<file path="src/verilog/mips_pkg.sv">
package mips_pkg;

    localparam int DATA_W      = 32;
    localparam int REG_ADDR_W  = 5;

    localparam int IMEM_DEPTH  = 64;
    localparam int DMEM_DEPTH  = 64;
    localparam int IMEM_ADDR_W = 6;
    localparam int DMEM_ADDR_W = 6;   // Indexed by result bits 7:2

    // Instruction word fields
    localparam int OPCODE_LSB  = 26;
    localparam int RS_LSB      = 21;
    localparam int RT_LSB      = 16;
    localparam int RD_LSB      = 11;
    localparam int IMM_W       = 16;

    typedef enum logic [5:0] {
        OP_RTYPE = 6'h00,
        OP_ADDIU = 6'h09,
        OP_ANDI  = 6'h0c,
        OP_ORI   = 6'h0d,
        OP_LW    = 6'h23,
        OP_SW    = 6'h2b,
        OP_HALT  = 6'h3f
    } opcode_e;

    typedef enum logic [5:0] {
        F_ADDU = 6'h21,
        F_SUBU = 6'h23,
        F_AND  = 6'h24,
        F_OR   = 6'h25,
        F_XOR  = 6'h26,
        F_SLT  = 6'h2a
    } funct_e;

    typedef enum logic [2:0] {
        ALU_ADD,
        ALU_SUB,
        ALU_AND,
        ALU_OR,
        ALU_XOR,
        ALU_SLT
    } alu_op_e;

    typedef enum logic [1:0] {
        FWD_NONE,
        FWD_MEM,
        FWD_WB
    } fwd_sel_e;

    typedef enum logic [1:0] {
        RUN_IDLE,
        RUN_BUSY,
        RUN_DONE
    } run_state_e;

endpackage
</file>
<file path="src/verilog/instr_fetch.sv">
`timescale 1ns/1ns
module instr_fetch (
    input  logic                             i_clock,
    input  logic                             i_arst_n,
    input  logic                             i_run_en,
    input  logic                             i_run_clear,
    input  logic                             i_stall,
    input  logic                             i_imem_we,
    input  logic [mips_pkg::IMEM_ADDR_W-1:0] i_imem_addr,
    input  logic [mips_pkg::DATA_W-1:0]      i_imem_data,
    output logic [mips_pkg::DATA_W-1:0]      o_instr
);
    import mips_pkg::*;

    logic [DATA_W-1:0]      imem [IMEM_DEPTH];
    logic [IMEM_ADDR_W-1:0] pc;
    logic                   advance;

    assign advance = i_run_en && !i_stall;

    always_ff @(posedge i_clock) begin
        if (i_imem_we && !i_run_en && !i_run_clear) begin   // Host load while parked
            imem[i_imem_addr] <= i_imem_data;
        end
    end

    // Word PC and IF/ID register
    always_ff @(posedge i_clock or negedge i_arst_n) begin
        if (!i_arst_n) begin
            pc      <= '0;
            o_instr <= '0;
        end else if (i_run_clear) begin
            pc      <= '0;
            o_instr <= '0;                  // Zero word is a no-op
        end else if (advance) begin
            pc      <= pc + 1'b1;
            o_instr <= imem[pc];
        end
    end

    // Program memory must stay still while instructions are in flight
    assert property (@(posedge i_clock) disable iff (!i_arst_n)
        i_imem_we |-> !i_run_en && !i_run_clear)
        else $error("instruction memory written while the core runs");

endmodule

</file>
<file path="config.mk">
export PLATFORM = sky130hd
export DESIGN_NAME = instr_fetch
export DESIGN_NICKNAME = d
export VERILOG_FILES = /design/src/verilog/mips_pkg.sv /design/src/verilog/instr_fetch.sv
export SDC_FILE = /design/constraint.sdc
export NUM_CORES = 2
export LEC_CHECK = 0
export BUFFER_PORTS_ARGS = -buffer_cell sky130_fd_sc_hd__buf_2
export CAP_MARGIN = 5
export CORE_MARGIN = 1
export CORE_UTILIZATION = 41
export CTS_CLUSTER_SIZE = 24
export DETAILED_ROUTE_END_ITERATION = 10
export GPL_TIMING_DRIVEN = 0
export PLACE_DENSITY = 0.58
export SLEW_MARGIN = 25
export SYNTH_ARGS = -nofsm -noshare
export SYNTH_HDL_FRONTEND = slang
export SYNTH_SLANG_ARGS = --single-unit
</file>
<file path="constraint.sdc">
create_clock -name i_clock -period 3.9 [get_ports i_clock]
set_input_delay 0.585 -clock i_clock [delete_from_list [all_inputs] [get_ports i_clock]]
set_output_delay 0.585 -clock i_clock [all_outputs]
set_load 0.02 [all_outputs]
</file>
==> impl_metrics.toml <==
[timing]
max_freq_ghz = 0.256
min_period_over_period_pct = 100
final.setup_skew_ns = 0.0445
fin_ws_ns = -0.00725
worstMarginPinSlew_ns = 1.15
hold_viol = 0
rsz0062_at_grt = "no"
setup_tns_ns = -0.00725
holdWs_ns = 0.244
final_max_slew_viol_count = 0
setup_viol = 1
min_period_ns = 3.91
maxSlewHeadroom_pct = 23.4

[placed_design]
port_buffers = 71
hpwl_um = 140000
globalplace.congestion = 0.861

[pwr]
ir_drop_mv = 0.325
power.density_nw_per_um2 = 488
p_leak_nw = 28.0

[logic_synthesis]
synth_compound_area_share_pct = 3.53
yosysWarnings = 0
syn_inst = 3785
synth_xor_area_share_pct = 0.0549
synth.area.top_cells = "edfxtp_1, mux4_2, mux2i_1"
synth_top_flop_cell = "edfxtp_1"
ys_async_sr_fraction_pct = 1.82
synth_fa_ha_area_share_pct = 0.0157
yosys.area_share.simple_pct = 2.20
synth_mux_area_share_pct = 14.4
synth_top_area_share_pct = 77.1
ys_seq_elements = 2086
ys_types = 34
synth_seq_area_share_pct = 78.3
syn-num-nets = 3830
yosysTopAreaCell = "edfxtp_1"
synth_area_um2 = 79800
synth_edf_count = 2048
synth_top_family_by_area = "multiplexers"
avgSynthCellArea_um2 = 21.1

[routing]
wirelength_um = 214000
viasPerCell = 5.81
vias = 39600
drtAntennaViolNets = 0
wl_per_cell_um = 31.4
remaining_drc_errors = 0
first_iter_violations = 4616
drt_pass1_iterations = 8

[global_route]
grt_pass1_wl_um = 299000
grt_max_degree = 65
grt_usage_pct = 21.6
overflow = 0
antenna_found_initial = 13
grt_pass1_vias = 39500

[cells_and_area]
num-nets-final = 4184
area_growth_pct = 15.4
fillers = 15800
drive_above_1_share_pct = 22.3

[die]
pin_count = 76
fp.dieArea_um2 = 196000
core_um2 = 193000
die-height_um = 443
core.rowCount = 161
start_util_pct = 41.4
die_w_um = 443

[critical_path]
rr_startpoint = "pc[1]"
critPathLaunchType = "flop"
required_ns = 4.62
cp.arrival_ns = 4.62
criticalPathCategory = "flop to flop"
timing.critical_path.from = "pc[1]"
critPathCaptureType = "flop"
crit_path_max_fanout = 10

[min_path]
hold_class = "primary input to flop"
hold_start = "i_imem_data[30]"

[cts]
htreeDepth = 4
clock-sinks = 2086
root_buffer = "clkbuf_16"
clock_path_buffers = 3
cts_setup_buffers = 0
numCtsBuffers = 199
cts_tree = "yes"
clkLatencyLatePin_ns = 0.84
clk_pin_slew_ns = 0.07

[job]
maxCapViolCount = 0

[outcome]
outcome = "complete, but fails checks"
failed_checks = "setup timing"
==> synth_stat cells, drive strengths merged (3+ instances only) <==
| cell type | n |
|---|---|
| edfxtp | 2048 |
| mux2i | 389 |
| mux4 | 320 |
| a22oi | 192 |
| clkbuf | 118 |
| buf | 113 |
| nor2 | 75 |
| nand3 | 71 |
| nor2b | 70 |
| a211oi | 62 |
| o22ai | 62 |
| nand2 | 43 |
| dfrtp | 38 |
| nand4 | 35 |
| mux2 | 33 |
| a31oi | 32 |
| a32o | 32 |
| nor4 | 31 |
| nand3b | 3 |
| xor2 | 3 |
==> path summary, 6_finish.rpt <==
path,to,slack [ns],cells after the start
max reg2reg,o_instr[6],-0.007,9
min in group asynchronous,o_instr[22],0.50,2
min,imem[10][30],0.24,1
max in group asynchronous,pc[1],2.80,2
min reg2reg,o_instr[20],0.63,1
max,o_instr[6],-0.007,9
==> timing repair <==
| action | 4_1_cts | 5_1_grt |
|---|---|---|
| gates resized for setup | 7 | 2 |
| endpoints found under the hold margin | 38 | 0 |
| endpoints found under the setup margin | 12 | 2 |
| hold buffers | 1 | 0 |
==> cells in the final DEF, fill, tap and decap left out, types with 64 or more instances in the layout <==
master / count
clkbuf_16: 205
mux4_2: 320
a22oi_1: 192
clkbuf_1: 160
nand3_1: 69
buf_2: 72
nor2_4: 64
buf_4: 83
nor2b_1: 70
edfxtp_1: 2048
mux2i_1: 389
==> logic make-up after synthesis <==
group,count (synthesis)
buffers and inverters,232
AO/OA/AOI/OAI,380
adder cells (fa/ha/maj),1
multiplexers,742
XOR/XNOR,5
AND/OR/NAND/NOR,339
flip-flops,2086
==> report_power, final <==
part           switching, mW  internal [mW]
clock network           8.14           10.0
registers             0.0527           24.7
logic                   1.33          0.742
total                   9.52           35.4
==> per-stage QoR <==
stage               power, mW  instances  instance area, um^2  utilization [%]  setup slack, ns
global route             46.1       6821                92100             47.7          0.00329
CTS                      45.2       6820                92000             47.7          0.00933
finish                   44.9       6824                92100             47.7         -0.00725
global placement         27.2       6382                83300             43.2            -2.25
floorplan                26.3       3785                79800                -            0.487
detailed placement       27.3       6463                86000             44.6           -0.556
==> area by class of cell <==
class / count / area, um^2 / share of cell area, %
timing repair buffer: 153 / 2510 / 2.73
tap: 2526 / 3160 / 3.43
antenna: 4 / 10.0 / 0.0109
sequential: 2086 / 62400 / 67.8
buffer: 231 / 1250 / 1.36
clock inverter: 106 / 659 / 0.716
clock buffer: 250 / 5300 / 5.76
multi-input combinational: 1467 / 16700 / 18.2
inverter: 1 / 3.75 / 0.00408
==> sequential cells by signal (all words and copies together), names as in the netlist <==
register  flops
pc            6
imem       2048
o_instr      32
==> critical path, cell delays in order (launching register included) <==
cell and delay (ns):
dfrtp_1 0.34, buf_2 0.32, and2_1 0.17, buf_2 0.29, clkbuf_1 0.81, clkbuf_1 0.52
a22oi_1 0.17, nand3_1 0.23, nand4_1 0.47, a32o_1 0.45
==> routing by layer <==
layer | vias to the layer above | track usage, % | wire (um)
met2 | 1396 | 35.4 | 105000
met1 | 21300 | 28.5 | 86100
met5 | - | 0 | 0
met3 | 341 | 3.75 | 13200
met4 | 0 | 9.47 | 9630
li1 | 16600 | - | -
No activity file was read; power rests on OpenSTA's default activity.
