`src/verilog/mips_pkg.sv`:
```
package mips_pkg;

    localparam int DATA_W      = 32;
    localparam int REG_ADDR_W  = 5;

    localparam int IMEM_DEPTH  = 64;
    localparam int DMEM_DEPTH  = 64;
    localparam int IMEM_ADDR_W = 6;
    localparam int DMEM_ADDR_W = 6;   // Indexed by result bits 7:2

    // Instruction word fields
    localparam int OPCODE_LSB  = 26;
    localparam int RS_LSB      = 21;
    localparam int RT_LSB      = 16;
    localparam int RD_LSB      = 11;
    localparam int IMM_W       = 16;

    typedef enum logic [5:0] {
        OP_RTYPE = 6'h00,
        OP_ADDIU = 6'h09,
        OP_ANDI  = 6'h0c,
        OP_ORI   = 6'h0d,
        OP_LW    = 6'h23,
        OP_SW    = 6'h2b,
        OP_HALT  = 6'h3f
    } opcode_e;

    typedef enum logic [5:0] {
        F_ADDU = 6'h21,
        F_SUBU = 6'h23,
        F_AND  = 6'h24,
        F_OR   = 6'h25,
        F_XOR  = 6'h26,
        F_SLT  = 6'h2a
    } funct_e;

    typedef enum logic [2:0] {
        ALU_ADD,
        ALU_SUB,
        ALU_AND,
        ALU_OR,
        ALU_XOR,
        ALU_SLT
    } alu_op_e;

    typedef enum logic [1:0] {
        FWD_NONE,
        FWD_MEM,
        FWD_WB
    } fwd_sel_e;

    typedef enum logic [1:0] {
        RUN_IDLE,
        RUN_BUSY,
        RUN_DONE
    } run_state_e;

endpackage
```
`src/verilog/instr_decode.sv`:
```
`timescale 1ns/1ns
module instr_decode (
    input  logic                            i_clock,
    input  logic                            i_arst_n,
    input  logic                            i_run_en,
    input  logic                            i_run_clear,
    input  logic [mips_pkg::DATA_W-1:0]     i_instr,
    input  logic                            i_wb_we,
    input  logic [mips_pkg::REG_ADDR_W-1:0] i_wb_addr,
    input  logic [mips_pkg::DATA_W-1:0]     i_wb_data,
    input  logic [mips_pkg::REG_ADDR_W-1:0] i_dbg_addr,
    output logic [mips_pkg::DATA_W-1:0]     o_dbg_data,
    output logic                            o_stall,
    output mips_pkg::alu_op_e               o_ex_alu_op,
    output logic                            o_ex_use_imm,
    output logic [mips_pkg::REG_ADDR_W-1:0] o_ex_rs,
    output logic [mips_pkg::REG_ADDR_W-1:0] o_ex_rt,
    output logic [mips_pkg::REG_ADDR_W-1:0] o_ex_dest,
    output logic [mips_pkg::DATA_W-1:0]     o_ex_data_a,
    output logic [mips_pkg::DATA_W-1:0]     o_ex_data_b,
    output logic [mips_pkg::DATA_W-1:0]     o_ex_imm,
    output logic                            o_ex_reg_we,
    output logic                            o_ex_mem_rd,
    output logic                            o_ex_mem_wr,
    output logic                            o_ex_halt
);
    import mips_pkg::*;

    logic [DATA_W-1:0]     regs [2**REG_ADDR_W];
    opcode_e               opcode;
    funct_e                funct;
    logic [REG_ADDR_W-1:0] rs;
    logic [REG_ADDR_W-1:0] rt;
    logic [REG_ADDR_W-1:0] dest;
    logic [DATA_W-1:0]     imm;
    alu_op_e               alu_op;
    logic                  use_imm;
    logic                  sign_ext;
    logic                  reg_we;
    logic                  mem_rd;
    logic                  mem_wr;
    logic                  halt;

    assign opcode = opcode_e'(i_instr[OPCODE_LSB +: 6]);
    assign funct  = funct_e'(i_instr[5:0]);
    assign rs     = i_instr[RS_LSB +: REG_ADDR_W];
    assign rt     = i_instr[RT_LSB +: REG_ADDR_W];
    assign imm    = sign_ext ? {{(DATA_W-IMM_W){i_instr[IMM_W-1]}}, i_instr[IMM_W-1:0]}
                             : {{(DATA_W-IMM_W){1'b0}}, i_instr[IMM_W-1:0]};

    always_comb begin
        alu_op   = ALU_ADD;
        use_imm  = 1'b1;
        sign_ext = 1'b1;
        dest     = rt;
        reg_we   = 1'b0;
        mem_rd   = 1'b0;
        mem_wr   = 1'b0;
        halt     = 1'b0;
        case (opcode)
            OP_RTYPE: begin
                use_imm = 1'b0;
                dest    = i_instr[RD_LSB +: REG_ADDR_W];
                reg_we  = 1'b1;
                case (funct)
                    F_ADDU:  alu_op = ALU_ADD;
                    F_SUBU:  alu_op = ALU_SUB;
                    F_AND:   alu_op = ALU_AND;
                    F_OR:    alu_op = ALU_OR;
                    F_XOR:   alu_op = ALU_XOR;
                    F_SLT:   alu_op = ALU_SLT;
                    default: reg_we = 1'b0;     // Unknown funct, nop
                endcase
            end
            OP_ADDIU: reg_we = 1'b1;
            OP_ANDI: begin
                alu_op   = ALU_AND;
                sign_ext = 1'b0;
                reg_we   = 1'b1;
            end
            OP_ORI: begin
                alu_op   = ALU_OR;
                sign_ext = 1'b0;
                reg_we   = 1'b1;
            end
            OP_LW: begin
                reg_we = 1'b1;
                mem_rd = 1'b1;
            end
            OP_SW:   mem_wr = 1'b1;
            OP_HALT: halt   = 1'b1;
            default: ;
        endcase
    end

    function automatic logic [DATA_W-1:0] read_bank(input logic [REG_ADDR_W-1:0] addr);
        logic [DATA_W-1:0] value;
        if (addr == '0) value = '0;
        else if (i_wb_we && i_wb_addr == addr) value = i_wb_data;  // Write bypass
        else value = regs[addr];
        return value;
    endfunction

    always_ff @(posedge i_clock) begin
        if (i_wb_we && i_wb_addr != '0) begin
            regs[i_wb_addr] <= i_wb_data;
        end
        o_dbg_data <= (i_dbg_addr == '0) ? '0 : regs[i_dbg_addr];
    end

    assign o_stall = o_ex_mem_rd && (o_ex_rt == rs || o_ex_rt == rt);   // Load-use

    always_ff @(posedge i_clock or negedge i_arst_n) begin
        if (!i_arst_n) begin
            o_ex_reg_we <= 1'b0;
            o_ex_mem_rd <= 1'b0;
            o_ex_mem_wr <= 1'b0;
            o_ex_halt   <= 1'b0;
        end else if (i_run_clear || (i_run_en && o_stall)) begin
            o_ex_reg_we <= 1'b0;            // Bubble
            o_ex_mem_rd <= 1'b0;
            o_ex_mem_wr <= 1'b0;
            o_ex_halt   <= 1'b0;
        end else if (i_run_en) begin
            o_ex_reg_we <= reg_we;
            o_ex_mem_rd <= mem_rd;
            o_ex_mem_wr <= mem_wr;
            o_ex_halt   <= halt;
        end
    end

    always_ff @(posedge i_clock) begin
        if (i_run_en) begin
            o_ex_alu_op  <= alu_op;
            o_ex_use_imm <= use_imm;
            o_ex_rs      <= rs;
            o_ex_rt      <= rt;
            o_ex_dest    <= dest;
            o_ex_data_a  <= read_bank(rs);
            o_ex_data_b  <= read_bank(rt);
            o_ex_imm     <= imm;
        end
    end

endmodule

```
`config.mk`:
```
export PLATFORM = sky130hd
export DESIGN_NAME = instr_decode
export DESIGN_NICKNAME = d
export VERILOG_FILES = /design/src/verilog/mips_pkg.sv /design/src/verilog/instr_decode.sv
export SDC_FILE = /design/constraint.sdc
export NUM_CORES = 2
export LEC_CHECK = 0
export ABC_CLOCK_PERIOD_IN_PS = 2400
export BUFFER_PORTS_ARGS = -buffer_cell sky130_fd_sc_hd__buf_2
export CAP_MARGIN = 20
export CORE_AREA = 2 2 453 455
export CTS_CLUSTER_DIAMETER = 120
export DETAILED_ROUTE_END_ITERATION = 8
export DIE_AREA = 0 0 455 457
export PLACE_DENSITY = 0.51
export SLEW_MARGIN = 10
export SYNTH_ARGS = -nofsm -noshare
export SYNTH_HDL_FRONTEND = slang
export SYNTH_SLANG_ARGS = --single-unit
```
`constraint.sdc`:
```
create_clock -name i_clock -period 2.4 [get_ports i_clock]
set_clock_uncertainty 0.15 [all_clocks]
set_input_delay 0.36 -clock i_clock [delete_from_list [all_inputs] [get_ports i_clock]]
set_output_delay 0.36 -clock i_clock [all_outputs]
set_load 0.005 [all_outputs]
```
==> results.py <==
metrics = {
    "worst_setup_path": {
        "worst_path_max_delay_cell": "sky130_fd_sc_hd__nand3b_1",
        "criticalPathCategory": "in -> reg",
        "worstPathCellList": "buf_2, buf_4, nand3b_1, buf_4, o22ai_1, nor4_1, buf_4, a21oi_1, a32o_1",
        "crit_path_end_kind": "flop",
        "timing.critical_path.buf_inv": 4,
        "r2r-start": "regs[10][14]$_DFFE_PP_",
        "critical_path.max_fanout": 12,
        "required_ns": 2.77,
        "crit_path_start_kind": "input pin",
        "critPathTopFamily": "buffers and inverters",
        "timing.critical_path.arrival_ns": 2.84,
        "critical_path.startpoint": "i_instr[19]",
        "crit_path_frequent_cell": "sky130_fd_sc_hd__buf_4",
        "cp_slowest_stage_delay_ns": 0.48,
    },
    "synthesis": {
        "synth_top_family_by_area": "multiplexers",
        "synthFlopType": "sky130_fd_sc_hd__edfxtp_1",
        "synth.avg_cell_area_um2": 16.0,
        "synth-compound-area-share_pct": 7.39,
        "synth_simple_gate_area_share_pct": 3.82,
        "syn_inst": 3787,
        "ys_ff_latch": 1160,
        "synth_area_mm2": 0.0606,
        "total_of_warnings_raised_by_yosys": 0,
        "synth_cell_type_count": 66,
        "synthAdderAreaFrac_pct": 0,
        "synthXorXnorAreaFrac_pct": 0.318,
        "number_of_enable_flip_flop_cells_after_synthesis": 1124,
        "synth_sequential_area_ratio_pct": 57.0,
        "async_reset_ff_share_pct": 0.345,
        "post_synth_mux_area_share_pct": 28.7,
    },
    "finish": {
        "post_synthesis_to_final_layout_area_growth_pct": 27.0,
        "multi_input_area_mm2": 0.0249,
        "number_of_fill_cells": 18746,
        "stdcell_area_mm2": 0.0769,
        "fin_util_pct": 37.8,
        "area.sequential_mm2": 0.0345,
        "drive_gt1_share_pct": 37.6,
        "design.final.nets": 4669,
    },
    "timing": {
        "total_count_of_max_transition_violations_in_the_final_report": 0,
        "fin_setup_tns_ns": -0.134,
        "rsz0062_at_grt": "true",
        "setup_violations": 3,
        "final_period_minus_worst_setup_slack_ns": 2.48,
        "final.setup.worst_slack_ns": -0.0769,
        "final.period_utilization_pct": 103,
        "worst_pin_slew_ns": 1.06,
        "max-slew-margin-rel_pct": 28.8,
        "timing.final.hold_violations": 0,
        "max_freq_ghz": 0.404,
    },
    "cts": {
        "cts_tree": "done",
        "worst_setup_hold_path_clk_slew_ns": 0.06,
        "cts-buffers-inserted": 138,
        "htreeDepth": 4,
        "cts-root-to-sink-buffers": 3,
        "cts.root.buffer_cell": "sky130_fd_sc_hd__clkbuf_16",
        "worst_skew_pair_latency_ns": 0.82,
        "clkSinkCount": 1160,
    },
    "place": {
        "dp.final_hpwl_um": 184000,
        "routabilityCongestion": 0.899,
        "io_buffers": 230,
        "post_dp_cell_area_mm2": 0.0714,
        "pre_cts_setup_slack_ns": -0.793,
    },
    "worst_hold_path": {
        "hp-start": "i_instr[21]",
        "worst_hold_path_type": "in -> reg",
    },
    "routing": {
        "num_vias": 44615,
        "viasPerCell": 6.03,
        "finalWirelength_um": 268000,
        "drtIter0Drc": 6458,
        "drt-wirelength-per-cell_um": 36.2,
        "drt-pass1-iter-count": 6,
        "detail-route-antenna-nets": 0,
        "detail_route.drc_violations": 0,
    },
    "floorplanning": {
        "boundary_pin_count": 231,
        "die-width_um": 455,
        "die_y_um": 457,
        "dieArea_mm2": 0.208,
        "core_mm2": 0.203,
        "start_util_pct": 29.8,
        "floorplan.rows": 166,
    },
    "run_status": {
        "run_status": "complete, but fails checks",
        "failed_checks": "negative setup slack",
    },
    "pwr": {
        "p_leak_nw": 26.9,
        "post-layout-total-power_mw": 51.9,
        "power_density_mw_per_mm2": 675,
        "maximum_ir_drop_on_the_vdd_rail_mv": 0.544,
    },
    "grt": {
        "via_count_of_the_first_global_routing_pass": 43587,
        "grt_first_pass_wirelength_um": 364000,
        "grt_antenna_before_repair": 22,
        "grt_util_all_layers_pct": 25.2,
        "grt.overflow.total": 0,
        "pin_count_of_the_biggest_net_entering_global_routing": 45,
    },
    "flow_run": {
        "max_cap_violations": 0,
    },
}
==> synthesized netlist by cell type, types with 26 or more instances <==
library cell	count	share of area, %
sky130_fd_sc_hd__buf_4	50	0.62
sky130_fd_sc_hd__mux4_2	474	18
sky130_fd_sc_hd__clkbuf_1	142	0.88
sky130_fd_sc_hd__nor4_1	28	0.29
sky130_fd_sc_hd__a221oi_1	28	0.40
sky130_fd_sc_hd__o22a_1	35	0.51
sky130_fd_sc_hd__a2111oi_0	35	0.51
sky130_fd_sc_hd__a21oi_1	26	0.21
sky130_fd_sc_hd__o31ai_1	62	0.77
sky130_fd_sc_hd__a22o_1	34	0.49
sky130_fd_sc_hd__o22ai_1	191	2.0
sky130_fd_sc_hd__o21ai_0	103	0.85
sky130_fd_sc_hd__nor2_1	171	1.1
sky130_fd_sc_hd__edfxtp_1	1124	56
sky130_fd_sc_hd__mux2_2	87	1.6
sky130_fd_sc_hd__dfxtp_1	32	1.1
sky130_fd_sc_hd__buf_2	134	1.1
sky130_fd_sc_hd__nand3_1	76	0.63
sky130_fd_sc_hd__mux2i_1	571	9.4
sky130_fd_sc_hd__nand2_1	100	0.62
==> worst paths after layout <==
kind,slack (ns),endpoint,depth (start not counted)
max,-0.08,o_ex_data_b[4]$_SDFFCE_PN0P_,9
min,0.03,o_ex_rs[0]$_DFFE_PP_,3
max reg2reg,-0.01,o_ex_data_b[14]$_SDFFCE_PN0P_,7
min reg2reg,0.40,o_ex_mem_wr$_DFFE_PN0P_,2
max in group asynchronous,1.57,o_ex_halt$_DFFE_PN0P_,3
min in group asynchronous,0.33,o_ex_mem_wr$_DFFE_PN0P_,3
==> timing repair <==
action | CTS | global route
resized for setup | 9 | 11
hold buffers | 69 | 0
setup endpoints to repair | 7 | 13
endpoints found under the hold margin | 1062 | 0
setup buffers | 4 | 1
pin swaps | 1 | 0
==> cell usage in the layout (no fill, tap or decap), drive strengths merged, types with 12 or more instances in the layout <==
cell	n
a211oi	16
mux2i	571
o211ai	24
bufinv	16
a2111oi	35
o21ai	105
o22a	35
a32o	14
nand2	100
nor2	171
o31ai	62
clkbuf	183
edfxtp	1124
a22o	34
nand3	76
a221oi	28
mux2	87
or3	19
dlygate4sd3	68
dfxtp	32
buf	917
inv	12
or4	24
o221ai	15
clkinv	44
nor4	28
xnor2	16
a22oi	23
conb	32
o22ai	191
a21oi	26
mux4	474
==> worst min-delay path, delay by kind of cell <==
kind | cells | cell delay [ns]
buffers and inverters | 3 | 0.50
==> stage by stage <==
| step | hold WS, ns | std cells |
|---|---|---|
| after floorplan | -0.0856 | 3818 |
| after global placement | 0.0335 | 7065 |
| after detailed placement | 0.0347 | 7066 |
| after CTS | 0.000111 | 7394 |
| after global routing | 0.0251 | 7398 |
| final | 0.0335 | 7404 |
==> area by class of cell <==
class,instances,area share [%]
Antenna cell,11,0.0358
Clock buffer,183,4.98
Clock inverter,72,1.17
Inverter,4,0.0195
Multi-Input combinational cell,2301,32.4
Sequential cell,1160,44.9
Tap cell,2688,4.37
Timing Repair Buffer,985,12.2
==> report_power, final <==
part	switching (mW)	internal, mW	leakage, nW
clock	9.07	13.0	2.31
combinational	3.75	2.94	14.1
sequential	0.370	22.8	10.6
total	13.2	38.7	26.9
==> cells by family (layout without fill, tap and decap cells) <==
family / after synthesis / in the layout
multiplexers: 1132 / 1132
AO/OA/AOI/OAI: 635 / 635
AND/OR/NAND/NOR: 480 / 480
other: 1 / 43
flip-flops: 1160 / 1160
buffers and inverters: 357 / 1244
XOR/XNOR: 22 / 22
==> metal layers <==
metal  wire length, um  GRT usage (%)
met5                67              0
met4             13500           12.1
met3             24900           4.79
met2            124000           39.6
met1            106000           33.5
==> state kept, by name (all words and copies together), names as in the netlist, 3 cells and up <==
name         count
o_dbg_data      32
regs          1024
o_ex_data_a     32
o_ex_rt          5
o_ex_rs          5
o_ex_dest        5
o_ex_alu_op      3
o_ex_data_b     32
o_ex_imm        17
(Power assumes the default switching activity.)
