--- src/verilog/mips_pkg.sv ---
package mips_pkg;

    localparam int DATA_W      = 32;
    localparam int REG_ADDR_W  = 5;

    localparam int IMEM_DEPTH  = 64;
    localparam int DMEM_DEPTH  = 64;
    localparam int IMEM_ADDR_W = 6;
    localparam int DMEM_ADDR_W = 6;   // Indexed by result bits 7:2

    // Instruction word fields
    localparam int OPCODE_LSB  = 26;
    localparam int RS_LSB      = 21;
    localparam int RT_LSB      = 16;
    localparam int RD_LSB      = 11;
    localparam int IMM_W       = 16;

    typedef enum logic [5:0] {
        OP_RTYPE = 6'h00,
        OP_ADDIU = 6'h09,
        OP_ANDI  = 6'h0c,
        OP_ORI   = 6'h0d,
        OP_LW    = 6'h23,
        OP_SW    = 6'h2b,
        OP_HALT  = 6'h3f
    } opcode_e;

    typedef enum logic [5:0] {
        F_ADDU = 6'h21,
        F_SUBU = 6'h23,
        F_AND  = 6'h24,
        F_OR   = 6'h25,
        F_XOR  = 6'h26,
        F_SLT  = 6'h2a
    } funct_e;

    typedef enum logic [2:0] {
        ALU_ADD,
        ALU_SUB,
        ALU_AND,
        ALU_OR,
        ALU_XOR,
        ALU_SLT
    } alu_op_e;

    typedef enum logic [1:0] {
        FWD_NONE,
        FWD_MEM,
        FWD_WB
    } fwd_sel_e;

    typedef enum logic [1:0] {
        RUN_IDLE,
        RUN_BUSY,
        RUN_DONE
    } run_state_e;

endpackage
--- src/verilog/alu_execute.sv ---
`timescale 1ns/1ns
module alu_execute (
    input  logic                            i_clock,
    input  logic                            i_arst_n,
    input  logic                            i_run_en,
    input  logic                            i_run_clear,
    input  mips_pkg::alu_op_e               i_ex_alu_op,
    input  logic                            i_ex_use_imm,
    input  logic [mips_pkg::REG_ADDR_W-1:0] i_ex_rs,
    input  logic [mips_pkg::REG_ADDR_W-1:0] i_ex_rt,
    input  logic [mips_pkg::REG_ADDR_W-1:0] i_ex_dest,
    input  logic [mips_pkg::DATA_W-1:0]     i_ex_data_a,
    input  logic [mips_pkg::DATA_W-1:0]     i_ex_data_b,
    input  logic [mips_pkg::DATA_W-1:0]     i_ex_imm,
    input  logic                            i_ex_reg_we,
    input  logic                            i_ex_mem_rd,
    input  logic                            i_ex_mem_wr,
    input  logic                            i_ex_halt,
    input  logic                            i_wb_we,
    input  logic [mips_pkg::REG_ADDR_W-1:0] i_wb_addr,
    input  logic [mips_pkg::DATA_W-1:0]     i_wb_data,
    output logic [mips_pkg::DATA_W-1:0]     o_mem_result,
    output logic [mips_pkg::DATA_W-1:0]     o_mem_store_data,
    output logic [mips_pkg::REG_ADDR_W-1:0] o_mem_dest,
    output logic                            o_mem_reg_we,
    output logic                            o_mem_rd,
    output logic                            o_mem_wr,
    output logic                            o_mem_halt
);
    import mips_pkg::*;

    fwd_sel_e          fwd_a;
    fwd_sel_e          fwd_b;
    logic [DATA_W-1:0] reg_a;
    logic [DATA_W-1:0] reg_b;
    logic [DATA_W-1:0] op_b;
    logic [DATA_W-1:0] result;

    // Youngest producer wins, r0 never forwarded
    always_comb begin
        fwd_a = FWD_NONE;
        if (i_ex_rs != '0 && o_mem_reg_we && o_mem_dest == i_ex_rs) begin
            fwd_a = FWD_MEM;
        end else if (i_ex_rs != '0 && i_wb_we && i_wb_addr == i_ex_rs) begin
            fwd_a = FWD_WB;
        end
        fwd_b = FWD_NONE;
        if (i_ex_rt != '0 && o_mem_reg_we && o_mem_dest == i_ex_rt) begin
            fwd_b = FWD_MEM;
        end else if (i_ex_rt != '0 && i_wb_we && i_wb_addr == i_ex_rt) begin
            fwd_b = FWD_WB;
        end
    end

    always_comb begin
        case (fwd_a)
            FWD_MEM: reg_a = o_mem_result;
            FWD_WB:  reg_a = i_wb_data;
            default: reg_a = i_ex_data_a;
        endcase
        case (fwd_b)
            FWD_MEM: reg_b = o_mem_result;
            FWD_WB:  reg_b = i_wb_data;
            default: reg_b = i_ex_data_b;     // Also the store data
        endcase
    end

    assign op_b  = i_ex_use_imm ? i_ex_imm : reg_b;

    always_comb begin
        case (i_ex_alu_op)
            ALU_SUB: result = reg_a - op_b;
            ALU_AND: result = reg_a & op_b;
            ALU_OR:  result = reg_a | op_b;
            ALU_XOR: result = reg_a ^ op_b;
            ALU_SLT: result = {{(DATA_W-1){1'b0}}, $signed(reg_a) < $signed(op_b)};
            default: result = reg_a + op_b;
        endcase
    end

    always_ff @(posedge i_clock or negedge i_arst_n) begin
        if (!i_arst_n) begin
            o_mem_reg_we <= 1'b0;
            o_mem_rd     <= 1'b0;
            o_mem_wr     <= 1'b0;
            o_mem_halt   <= 1'b0;
        end else if (i_run_clear) begin
            o_mem_reg_we <= 1'b0;
            o_mem_rd     <= 1'b0;
            o_mem_wr     <= 1'b0;
            o_mem_halt   <= 1'b0;
        end else if (i_run_en) begin
            o_mem_reg_we <= i_ex_reg_we;
            o_mem_rd     <= i_ex_mem_rd;
            o_mem_wr     <= i_ex_mem_wr;
            o_mem_halt   <= i_ex_halt;
        end
    end

    always_ff @(posedge i_clock) begin
        if (i_run_en) begin
            o_mem_result     <= result;
            o_mem_store_data <= reg_b;
            o_mem_dest       <= i_ex_dest;
        end
    end

endmodule

--- config.mk ---
export PLATFORM = sky130hd
export DESIGN_NAME = alu_execute
export DESIGN_NICKNAME = d
export VERILOG_FILES = /design/src/verilog/mips_pkg.sv /design/src/verilog/alu_execute.sv
export SDC_FILE = /design/constraint.sdc
export NUM_CORES = 1
export LEC_CHECK = 0
export BUFFER_PORTS_ARGS = -buffer_cell sky130_fd_sc_hd__buf_2
export CAP_MARGIN = 20
export CORE_MARGIN = 2
export CORE_UTILIZATION = 35
export DETAILED_ROUTE_END_ITERATION = 8
export MAX_ROUTING_LAYER = met4
export PLACE_DENSITY = 0.63
export SLEW_MARGIN = 20
export SYNTH_ARGS = -nofsm -noshare
export SYNTH_HDL_FRONTEND = slang
export SYNTH_SLANG_ARGS = --single-unit
--- constraint.sdc ---
create_clock -name i_clock -period 9.74 [get_ports i_clock]
set_input_delay 1.948 -clock i_clock [delete_from_list [all_inputs] [get_ports i_clock]]
set_output_delay 1.948 -clock i_clock [all_outputs]
set_load 0.02 [all_outputs]
==> results of run 1 <==
## per-layer routing
metal | vias up | wire (um) | part of all wire, % | global-route usage, %
met5 | - | 0 | 0 | -
met4 | 0 | 564 | 1.6 | 5.797
met3 | 42 | 2035 | 5.8 | 3.169
met2 | 363 | 16190 | 46 | 39.80
met1 | 4728 | 16340 | 47 | 31.61
li1 | 4824 | - | - | -
## final cells by class
cell class | count | area [um^2]
Fill cell | 2832 | 16040
Multi-Input combinational cell | 971 | 6865
Sequential cell | 73 | 2172
Timing Repair Buffer | 250 | 1296
Tap cell | 378 | 473.0
Inverter | 101 | 379.1
Clock buffer | 9 | 225.2
Clock inverter | 7 | 100.1
## flip-flops by register name, indices dropped and copies added, names as in the netlist
| name | cells |
|---|---|
| o_mem_dest | 5 |
| o_mem_halt | 1 |
| o_mem_rd | 1 |
| o_mem_reg_we | 1 |
| o_mem_result | 32 |
| o_mem_store_data | 32 |
| o_mem_wr | 1 |
## worst max-delay path, stage by stage
cell and delay [ns]:
buf_2 0.14, or4_1 0.50, nor2_1 0.31, nor4_4 0.09, buf_4 0.34, mux2i_1 0.26, o21ai_1 0.09, mux2_2 0.30
ha_1 0.69, nand3_1 0.22, nor4b_2 0.52, nand3b_4 0.13, a31oi_4 0.26, a31oi_1 0.15, a221oi_1 0.37, nor2_1 0.06
or3_1 0.36
## cell families (layout without fill, tap and decap cells)
logic type      after synthesis  count (layout)  synth area share (%)
compound gates              396             396                 26.27
mux                         110             110                 11.77
fa+ha+maj                    98              98                 12.77
buf+inv                     181             367                 7.325
flops                        73              73                 22.35
simple gates                327             327                 15.91
xor+xnor                     40              40                 3.605
## metrics by stage
| stage | util [%] | power (W) |
|---|---|---|
| after floorplan | - | 0.0008631 |
| after global placement | 40.60 | 0.001058 |
| after detailed placement | 40.60 | 0.001063 |
| after CTS | 41.78 | 0.001464 |
| after global routing | 41.78 | 0.001548 |
| final | 41.78 | 0.001465 |
## path summary, 6_finish.rpt
check | from | cells past startpoint | slack [ns] | to
worst min-delay path | o_mem_rd | 2 | 0.53 | o_mem_rd
worst max-delay path | i_ex_rt[4] | 17 | 3.06 | o_mem_result[28]
max in group asynchronous | i_arst_n | 1 | 8.23 | o_mem_reg_we
worst max register to register | o_mem_dest[3] | 16 | 4.62 | o_mem_result[30]
worst min register to register | o_mem_rd | 2 | 0.53 | o_mem_rd
min in group asynchronous | i_arst_n | 1 | 1.39 | o_mem_rd
## power groups by stage
stage | Combinational (W) | Clock, W | Sequential, W
after floorplan | 0.000418 | 0 | 0.000445
after global placement | 0.000645 | 0 | 0.000413
after detailed placement | 0.000649 | 0 | 0.000413
after CTS | 0.000654 | 0.000402 | 0.000407
after global routing | 0.000724 | 0.000413 | 0.000410
final | 0.000660 | 0.000398 | 0.000407
## cell usage in the layout, fill, tap and decap left out, types with 10 or more instances in the layout
cell and instances:
a21o_1 14, o21ai_1 26, nand2b_1 14, nor3_1 26, o31ai_1 11, inv_1 95, nand3_1 14, a211oi_1 12
a31oi_1 12, o211ai_1 12, nor2_1 80, buf_4 18, ha_1 96, or3_1 10, mux2_2 33, mux2i_1 76
o21bai_1 11, a21oi_1 90, o21ai_0 101, buf_2 232, xnor2_1 31, o22ai_1 17, nand2_1 131, edfxtp_1 69
==> results.json, run 1 <==
{
  "status": "complete, no violations",
  "post-place-cells": 1773,
  "synth_top_cell_by_area": "edfxtp_1",
  "path_clk_slew_ns": 0.07,
  "cp.required_ns": 9.85,
  "synthDominantCellAreaShare_pct": 21.32,
  "netlist_area_um2": 9719,
  "num_rows": 61,
  "synth_commonest_cells": "131 x nand2_1, 101 x o21ai_0, 96 x ha_1, 95 x inv_1, 90 x a21oi_1",
  "core_area_um2": 27550,
  "start_util_pct": 35.28,
  "insertion_delay_ns": 0.36,
  "tns_ns": 0,
  "synthDistinctLibCells": 83,
  "synth_edf_count": 69,
  "p_int_w": 0.0008626,
  "slew_headroom_pct": 38.93,
  "syn_avg_cell_area_um2": 7.934,
  "cts_tree": "done",
  "place_ws_ns": 2.710,
  "finalCriticalPeriod_ns": 6.680,
  "finalNonFillerCells": 1789,
  "criticalPathCategory": "input pin to register",
  "viasPerCell": 5.566,
  "post_dp_cell_area_um2": 11190,
  "die_y_um": 170.6,
  "syn-num-nets": 1484,
  "grt_antenna_before_repair": 0,
  "crit_arrival_ns": 6.79,
  "seqPwrFrac_pct": 27.8,
  "yosysWarnings": 0,
  "grt_usage_pct": 24.20,
  "vdd_drop_max_mv": 0.09489,
  "fin_nets": 1665,
  "worstSetupEndpointType": "register",
  "cts_sinks": 73,
  "num_vias": 9957,
  "cts_setup_buffers": 0,
  "dpl.hpwl_mm": 25.61,
  "tightest_slew_ns": 0.9126,
  "die_area_um2": 29120,
  "setup_viol": 0,
  "place.gp.congestion": 0.9423,
  "grt_max_degree": 81,
  "cts_root_buf": "clkbuf_16",
  "finalMaxSlewViolations": 0,
  "fmax_mhz": 149.7,
  "swShare_pct": 41.13,
  "fin_skew_ns": 0.009129,
  "drt-initial-drc-count": 792,
  "die_x_um": 170.6,
  "hold_slack_ns": 0.5269,
  "power_switching_w": 0.0006026,
  "async_flop_share_pct": 5.479,
  "first_global_vias": 9554,
  "drv_cap": 0,
  "hold_class": "register to register",
  "first_pass_iters": 5,
  "combPwrFrac_pct": 45.1,
  "ys_ff_latch": 73,
  "area_delta_synth_final_pct": 18.43,
  "synthCells": 1225,
  "worstPathMaxFanout": 32,
  "final_area_um2": 11510,
  "htreeDepth": 3,
  "synth_most_common_cell": "nand2_1",
  "synth.area.top_cells": "edfxtp_1 21%, ha_1 12%, mux2i_1 7.8%, o21ai_0 5.2%, nand2_1 5.1%",
  "ys_seq_area_share_pct": 22.35,
  "antenna_cells": 0,
  "crit_path_start_kind": "input pin",
  "rsz0062_at_grt": "no",
  "clockPowerShare_pct": 27.2,
  "hold_violations": 0,
  "numCtsBuffers": 9,
  "ant_nets": 0,
  "grt_pass1_wl_mm": 53.37,
  "drc": 0,
  "min_period_over_period_pct": 68.58,
  "routedWlPerCell_um": 19.64,
  "pwr_density_cell_nw_per_um2": 127.3,
  "worst_slack_ns": 3.060,
  "synth_ff_type": "edfxtp_1",
  "post_cts_resize_count": 0,
  "cts_buffer_depth": 2,
  "port_buffers": 233,
  "ios": 234,
  "cts_hold_buffers": 0,
  "drive_gt1_share_pct": 23.67,
  "power_leakage_nw": 4.839,
  "overflow": 0,
  "drt_wl_total_mm": 35.13
}
No activity file was read; power rests on OpenSTA's default activity.
==> inputs of run 2 (changes only) <==
Clock period 9.74 ns to 6.81 ns, I/O delays scaled along.
==> run 2 against run 1 <==
Against the previous run:
- sequential share of layout area is 0.13 points lower
- clock skew is 0.0038 ns higher
- combinational power is 43% higher
- worst setup slack worse by 2.3 ns
- first-iteration DRC count is 8.1% lower
==> results.json, run 2 (synthesis gave the netlist of run 1 again) <==
{
  "grt_pass1_wl_mm": 52.46,
  "seqPwrFrac_pct": 27.3,
  "tightest_slew_ns": 0.8868,
  "crit_arrival_ns": 6.19,
  "cts_hold_buffers": 0,
  "cts_sinks": 73,
  "post_cts_resize_count": 0,
  "grt_max_degree": 80,
  "p_int_w": 0.001281,
  "worstSetupEndpointType": "register",
  "largestRegisters": "o_mem_result (32), o_mem_store_data (32), o_mem_dest (5)",
  "grt_antenna_before_repair": 1,
  "dpl.hpwl_mm": 25.83,
  "drive_gt1_share_pct": 23.94,
  "drc": 0,
  "fmax_mhz": 165.6,
  "cts_buffer_depth": 2,
  "setup_viol": 0,
  "cts_tree": "done",
  "path_cells": "buf_2 > or4_1 > nor2_1 > nor4_4 > buf_4 > mux2i_1 > o21ai_1 > mux2_2 > ha_1 > nand3_1 > nor4b_2 > nand3b_4 > a21boi_0 > a311oi_1 > o221a_2 > a21oi_1",
  "cp_top_family": "simple AND/OR/NAND/NOR gates",
  "num_vias": 9959,
  "core_area_um2": 27550,
  "grt_usage_pct": 23.70,
  "cp.required_ns": 6.96,
  "cts_root_buf": "clkbuf_16",
  "power_switching_w": 0.0008432,
  "routedWlPerCell_um": 19.30,
  "vdd_drop_max_mv": 0.1043,
  "post-route-util_pct": 42.07,
  "min_period_over_period_pct": 88.67,
  "first_global_vias": 9490,
  "die_area_um2": 29120,
  "finalCriticalPeriod_ns": 6.038,
  "rsz0062_at_grt": "no",
  "hold_violations": 0,
  "power_leakage_nw": 4.874,
  "die_x_um": 170.6,
  "final_cell_mix": "232 x buf_2, 131 x nand2_1, 101 x o21ai_0, 96 x ha_1, 95 x inv_1",
  "status": "complete, no violations",
  "fin_skew_ns": 0.01289,
  "criticalPathCategory": "input pin to register",
  "htreeDepth": 3,
  "critPathBufInv": 2,
  "insertion_delay_ns": 0.36,
  "ant_nets": 0,
  "final_common_cell": "buf_2",
  "viasPerCell": 5.548,
  "clockPowerShare_pct": 28.2,
  "path_clk_slew_ns": 0.07,
  "num_rows": 61,
  "drv_cap": 0,
  "cts_setup_buffers": 0,
  "finalMaxSlewViolations": 0,
  "cpMaxStageDelayCell": "ha_1",
  "slowest_delay_ns": 0.67,
  "die_y_um": 170.6,
  "hold_class": "register to register",
  "combPwrFrac_pct": 44.5,
  "swShare_pct": 39.69,
  "tns_ns": 0,
  "first_pass_iters": 5,
  "hold_slack_ns": 0.5334,
  "pwr_density_cell_nw_per_um2": 183.2,
  "area_delta_synth_final_pct": 19.27,
  "start_util_pct": 35.28,
  "numCtsBuffers": 9,
  "worstPathMaxFanout": 18,
  "ios": 234,
  "slew_headroom_pct": 40.88,
  "place.gp.congestion": 0.9501,
  "fin_nets": 1670,
  "drt-initial-drc-count": 728,
  "port_buffers": 233,
  "drt_wl_total_mm": 34.64,
  "crit_path_start_kind": "input pin",
  "overflow": 0
}
==> run 2: cell type report <==
type | instances | area (um^2)
inverters | 101 | 379.1
clock buffers | 10 | 239.0
flip-flops and latches | 73 | 2172
multi-input cells | 971 | 6865
diodes | 1 | 2.502
clock inverters | 6 | 115.1
well taps | 378 | 473.0
fillers | 2843 | 15960
repair buffers | 255 | 1346
==> run 2: stage by stage <==
| step | instances | instance area [um^2] | worst slack, ns | total power (W) |
|---|---|---|---|---|
| 4_1_cts | 1794 | 11590 | 0.8063 | 0.002122 |
| 3_5_place_dp | 1778 | 11240 | 0.4606 | 0.001520 |
| 6_report | 1795 | 11590 | 0.7715 | 0.002124 |
| 3_3_place_gp | 1778 | 11240 | 0.4454 | 0.001517 |
| 2_1_floorplan | 1225 | 9719 | 1.355 | 0.001234 |
| 5_1_grt | 1795 | 11590 | 0.5534 | 0.002241 |
==> run 2: path summary, 6_finish.rpt <==
kind / startpoint / end / slack [ns] / cells after the start
worst max-delay path: i_ex_rt[3] / o_mem_result[24] / 0.77 / 16
worst min-delay path: o_mem_halt / o_mem_halt / 0.53 / 2
worst max register to register: o_mem_dest[0] / o_mem_result[24] / 1.82 / 13
worst min register to register: o_mem_halt / o_mem_halt / 0.53 / 2
max in group asynchronous: i_arst_n / o_mem_reg_we / 5.89 / 1
min in group asynchronous: i_arst_n / o_mem_wr / 0.80 / 1
==> run 2: layer usage <==
| metal | up-vias | track usage (%) | part of all wire (%) |
|---|---|---|---|
| li1 | 4840 | - | - |
| met5 | - | - | 0 |
| met2 | 414 | 39.89 | 47 |
| met4 | 0 | 5.314 | 1.5 |
| met3 | 38 | 3.215 | 7.5 |
| met1 | 4667 | 30.27 | 44 |
==> run 2: tightest hold or removal path: cells and delay by family, from the launching register on <==
kind	cells	cell delay [ns]
mux	1	0.06
simple gates	1	0.09
flops	1	0.34
==> run 2: power by group through the flow <==
stage          Sequential, W  Combinational [W]  Clock (W)
2_1_floorplan       0.000636           0.000599          0
3_3_place_gp        0.000590           0.000927          0
3_5_place_dp        0.000590           0.000930          0
4_1_cts             0.000581           0.000936   0.000604
5_1_grt             0.000585            0.00104   0.000619
6_report            0.000581           0.000945   0.000598
==> inputs of run 3 (changes only) <==
Settings changed: ABC_AREA set to 1, PLACE_DENSITY 0.63 to 0.62.
==> run 3 against run 2 <==
Against the previous run:
- routed wire length increased by 39%
- first-iteration DRC count increased by 83%
- cell area increased by 13%
- maximum frequency increased by 14%
- synthesized cell count increased by 58%
- die area increased by 17%
- non-clock buffer count decreased by 11
- total power increased by 7.1%
- critical path type unchanged
- largest cell class unchanged
- highest routed layer unchanged
==> results.json, run 3 <==
{
  "reg2reg_to": "o_mem_result[24]",
  "drt_wl_total_mm": 48.25,
  "dpl.hpwl_mm": 39.47,
  "fin_nets": 2377,
  "syn-num-nets": 2197,
  "post-place-cells": 2542,
  "slew_headroom_pct": 30.86,
  "num-fill-cells": 3512,
  "grt_usage_pct": 28.54,
  "cts_tree": "done",
  "cts_root_buf": "clkbuf_16",
  "finalMaxSlewViolations": 0,
  "htreeDepth": 3,
  "finalNonFillerCells": 2558,
  "hold_violations": 0,
  "vdd_drop_max_mv": 0.1188,
  "combPwrFrac_pct": 49.1,
  "yosysWarnings": 0,
  "worst-r2r-setup-slack_ns": 2.20,
  "rr_startpoint": "o_mem_dest[0]",
  "status": "complete, no violations",
  "power_switching_w": 0.001044,
  "drive_gt1_share_pct": 14.51,
  "port_buffers": 233,
  "grt_max_degree": 52,
  "swShare_pct": 45.90,
  "synth_top_cell_by_area": "nand2_1",
  "post_cts_resize_count": 0,
  "pwr_density_cell_nw_per_um2": 173.2,
  "core_area_um2": 31800,
  "netlist_area_um2": 11370,
  "synth_ff_type": "edfxtp_1",
  "synthDistinctLibCells": 40,
  "final_cell_mix": "603 x nand2_1, 348 x inv_1, 232 x buf_2, 204 x nand3_1, 170 x nor2_1",
  "cp.required_ns": 6.91,
  "num_rows": 65,
  "overflow": 0,
  "drc": 0,
  "ff2ff_path_depth": 23,
  "finalCriticalPeriod_ns": 5.318,
  "insertion_delay_ns": 0.37,
  "num_vias": 13333,
  "ios": 234,
  "p_int_w": 0.001231,
  "min_period_over_period_pct": 78.09,
  "path_cells": "buf_2 > inv_1 > nand2_1 > nor4_4 > nor2_1 > nand2_2 > inv_2 > nand2_1 > nand3_1 > a21boi_1 > ha_1 > inv_1 > fa_1 > inv_1 > nand3_1 > nand3_1 > inv_1 > o21bai_1 > nand2_1 > nand4_1 > nand2_1 > nand2_1 > nand3_1",
  "synthCells": 1938,
  "path_clk_slew_ns": 0.07,
  "cpMaxStageDelayCell": "fa_1",
  "die_x_um": 184.2,
  "tightest_slew_ns": 1.035,
  "crit_top_cell": "nand2_1",
  "die_y_um": 184.2,
  "slowest_delay_ns": 0.45,
  "hold_end": "o_mem_halt",
  "area_delta_synth_final_pct": 15.57,
  "fmax_mhz": 188.0,
  "criticalPathCategory": "input pin to register",
  "start_util_pct": 35.75,
  "clockPowerShare_pct": 24.9,
  "largestRegisters": "o_mem_result (32), o_mem_store_data (32), o_mem_dest (5)",
  "final_common_cell": "nand2_1",
  "antenna_cells": 0,
  "viasPerCell": 5.212,
  "cts_buffer_depth": 2,
  "hold_slack_ns": 0.5377,
  "worstPathMaxFanout": 32,
  "async_flop_share_pct": 5.479,
  "cts_setup_buffers": 0,
  "setup_viol": 0,
  "min_from": "o_mem_halt",
  "synth_commonest_cells": "604 x nand2_1, 349 x inv_1, 204 x nand3_1, 172 x nor2_1, 96 x ha_1",
  "ant_nets": 0,
  "drv_cap": 0,
  "first_global_vias": 12353,
  "hold_class": "register to register",
  "syn_avg_cell_area_um2": 5.867,
  "synth_edf_count": 69,
  "synth.area.top_cells": "nand2_1 20%, edfxtp_1 18%, inv_1 12%, ha_1 11%, nand3_1 9.0%",
  "first_pass_iters": 6,
  "crit_path_start_kind": "input pin",
  "crit_arrival_ns": 5.42,
  "cts_sinks": 73,
  "ys_ff_latch": 73,
  "synth_most_common_cell": "nand2_1",
  "grt_antenna_before_repair": 1,
  "die_area_um2": 33940,
  "power_leakage_nw": 7.379,
  "tns_ns": 0,
  "ys_seq_area_share_pct": 19.10,
  "numCtsBuffers": 9,
  "drt-initial-drc-count": 1329,
  "fin_skew_ns": 0.01643,
  "seqPwrFrac_pct": 26.1,
  "rsz0062_at_grt": "no",
  "synthDominantCellAreaShare_pct": 19.94,
  "routedWlPerCell_um": 18.86,
  "place.gp.congestion": 1.011,
  "whs_path_depth": 2,
  "worstSetupEndpointType": "register",
  "grt_pass1_wl_mm": 71.49,
  "cts_hold_buffers": 0
}
## run 3: changes by cell type after synthesis, sizes merged, moves of 50 or more
| cell | previous run | this run |
|---|---|---|
| o21ai | 128 | 47 |
| nor2 | 80 | 173 |
| nand3b | 1 | 51 |
| mux2i | 76 | 0 |
| nand2 | 131 | 604 |
| inv | 100 | 352 |
| nand3 | 14 | 204 |
## run 3: power by group through the flow
stage | Sequential (W) | Clock, W | Combinational, W
global placement | 0.000601 | 0 | 0.00108
floorplan | 0.000638 | 0 | 0.000665
detailed placement | 0.000601 | 0 | 0.00109
global route | 0.000595 | 0.000585 | 0.00123
finish | 0.000593 | 0.000566 | 0.00112
CTS | 0.000592 | 0.000570 | 0.00109
## run 3: final cells by class
| cell class | count | area (um^2) | share of cell area (%) |
|---|---|---|---|
| Multi-Input combinational cell | 1437 | 7497 | 57.06 |
| Tap cell | 435 | 544.3 | 4.142 |
| Sequential cell | 73 | 2172 | 16.53 |
| Timing Repair Buffer | 244 | 1271 | 9.674 |
| Clock buffer | 10 | 239.0 | 1.819 |
| Clock inverter | 6 | 91.34 | 0.6951 |
| Inverter | 353 | 1325 | 10.08 |
## run 3: worst max-delay path, delay by kind of cell
kind            cells  cell delay, ns
compound gates      2            0.52
buf+inv             6            0.97
simple gates       13            1.79
fa+ha+maj           2            0.78
## run 3: per-stage QoR
stage          cell area, um^2  power [W]  setup WS (ns)  util, %
3_3_place_gp             12780   0.001685          1.289    40.20
6_report                 13140   0.002276          1.492    41.32
5_1_grt                  13140   0.002407          1.176    41.32
3_5_place_dp             12810   0.001687          1.186    40.28
2_1_floorplan            11370   0.001302          2.543        -
4_1_cts                  13140   0.002254          1.568    41.32
## run 3: worst max path at each step
stage / start / end / slack [ns]
2_1_floorplan: i_ex_rt[4] / o_mem_result[24] / 2.54
3_3_place_gp: i_ex_rt[2] / o_mem_result[24] / 1.29
3_5_place_dp: i_ex_rt[2] / o_mem_result[24] / 1.19
4_1_cts: i_ex_rt[2] / o_mem_result[24] / 1.57
5_1_grt: i_ex_rt[2] / o_mem_result[24] / 1.18
6_report: i_ex_rt[2] / o_mem_result[24] / 1.49
## run 3: kinds of logic (layout without fill, tap and decap cells)
kind of cell	count (synthesis)	count (layout)	share of synthesized area, %
AOI/OAI and AO/OA	201	201	10.49
DFF	73	73	19.10
and+or+nand+nor	1116	1116	42.68
xor gates and xnor gates	22	22	1.695
adders and majority gates	98	98	10.92
buffers and inverters	428	613	15.12
## run 3: routing by layer
metal	vias to the layer above	routed length, um	global-route usage, %
met5	-	0	-
met3	50	4530	3.300
met4	0	812	6.304
met1	6147	22940	41.65
li1	6475	-	-
met2	661	19970	41.98
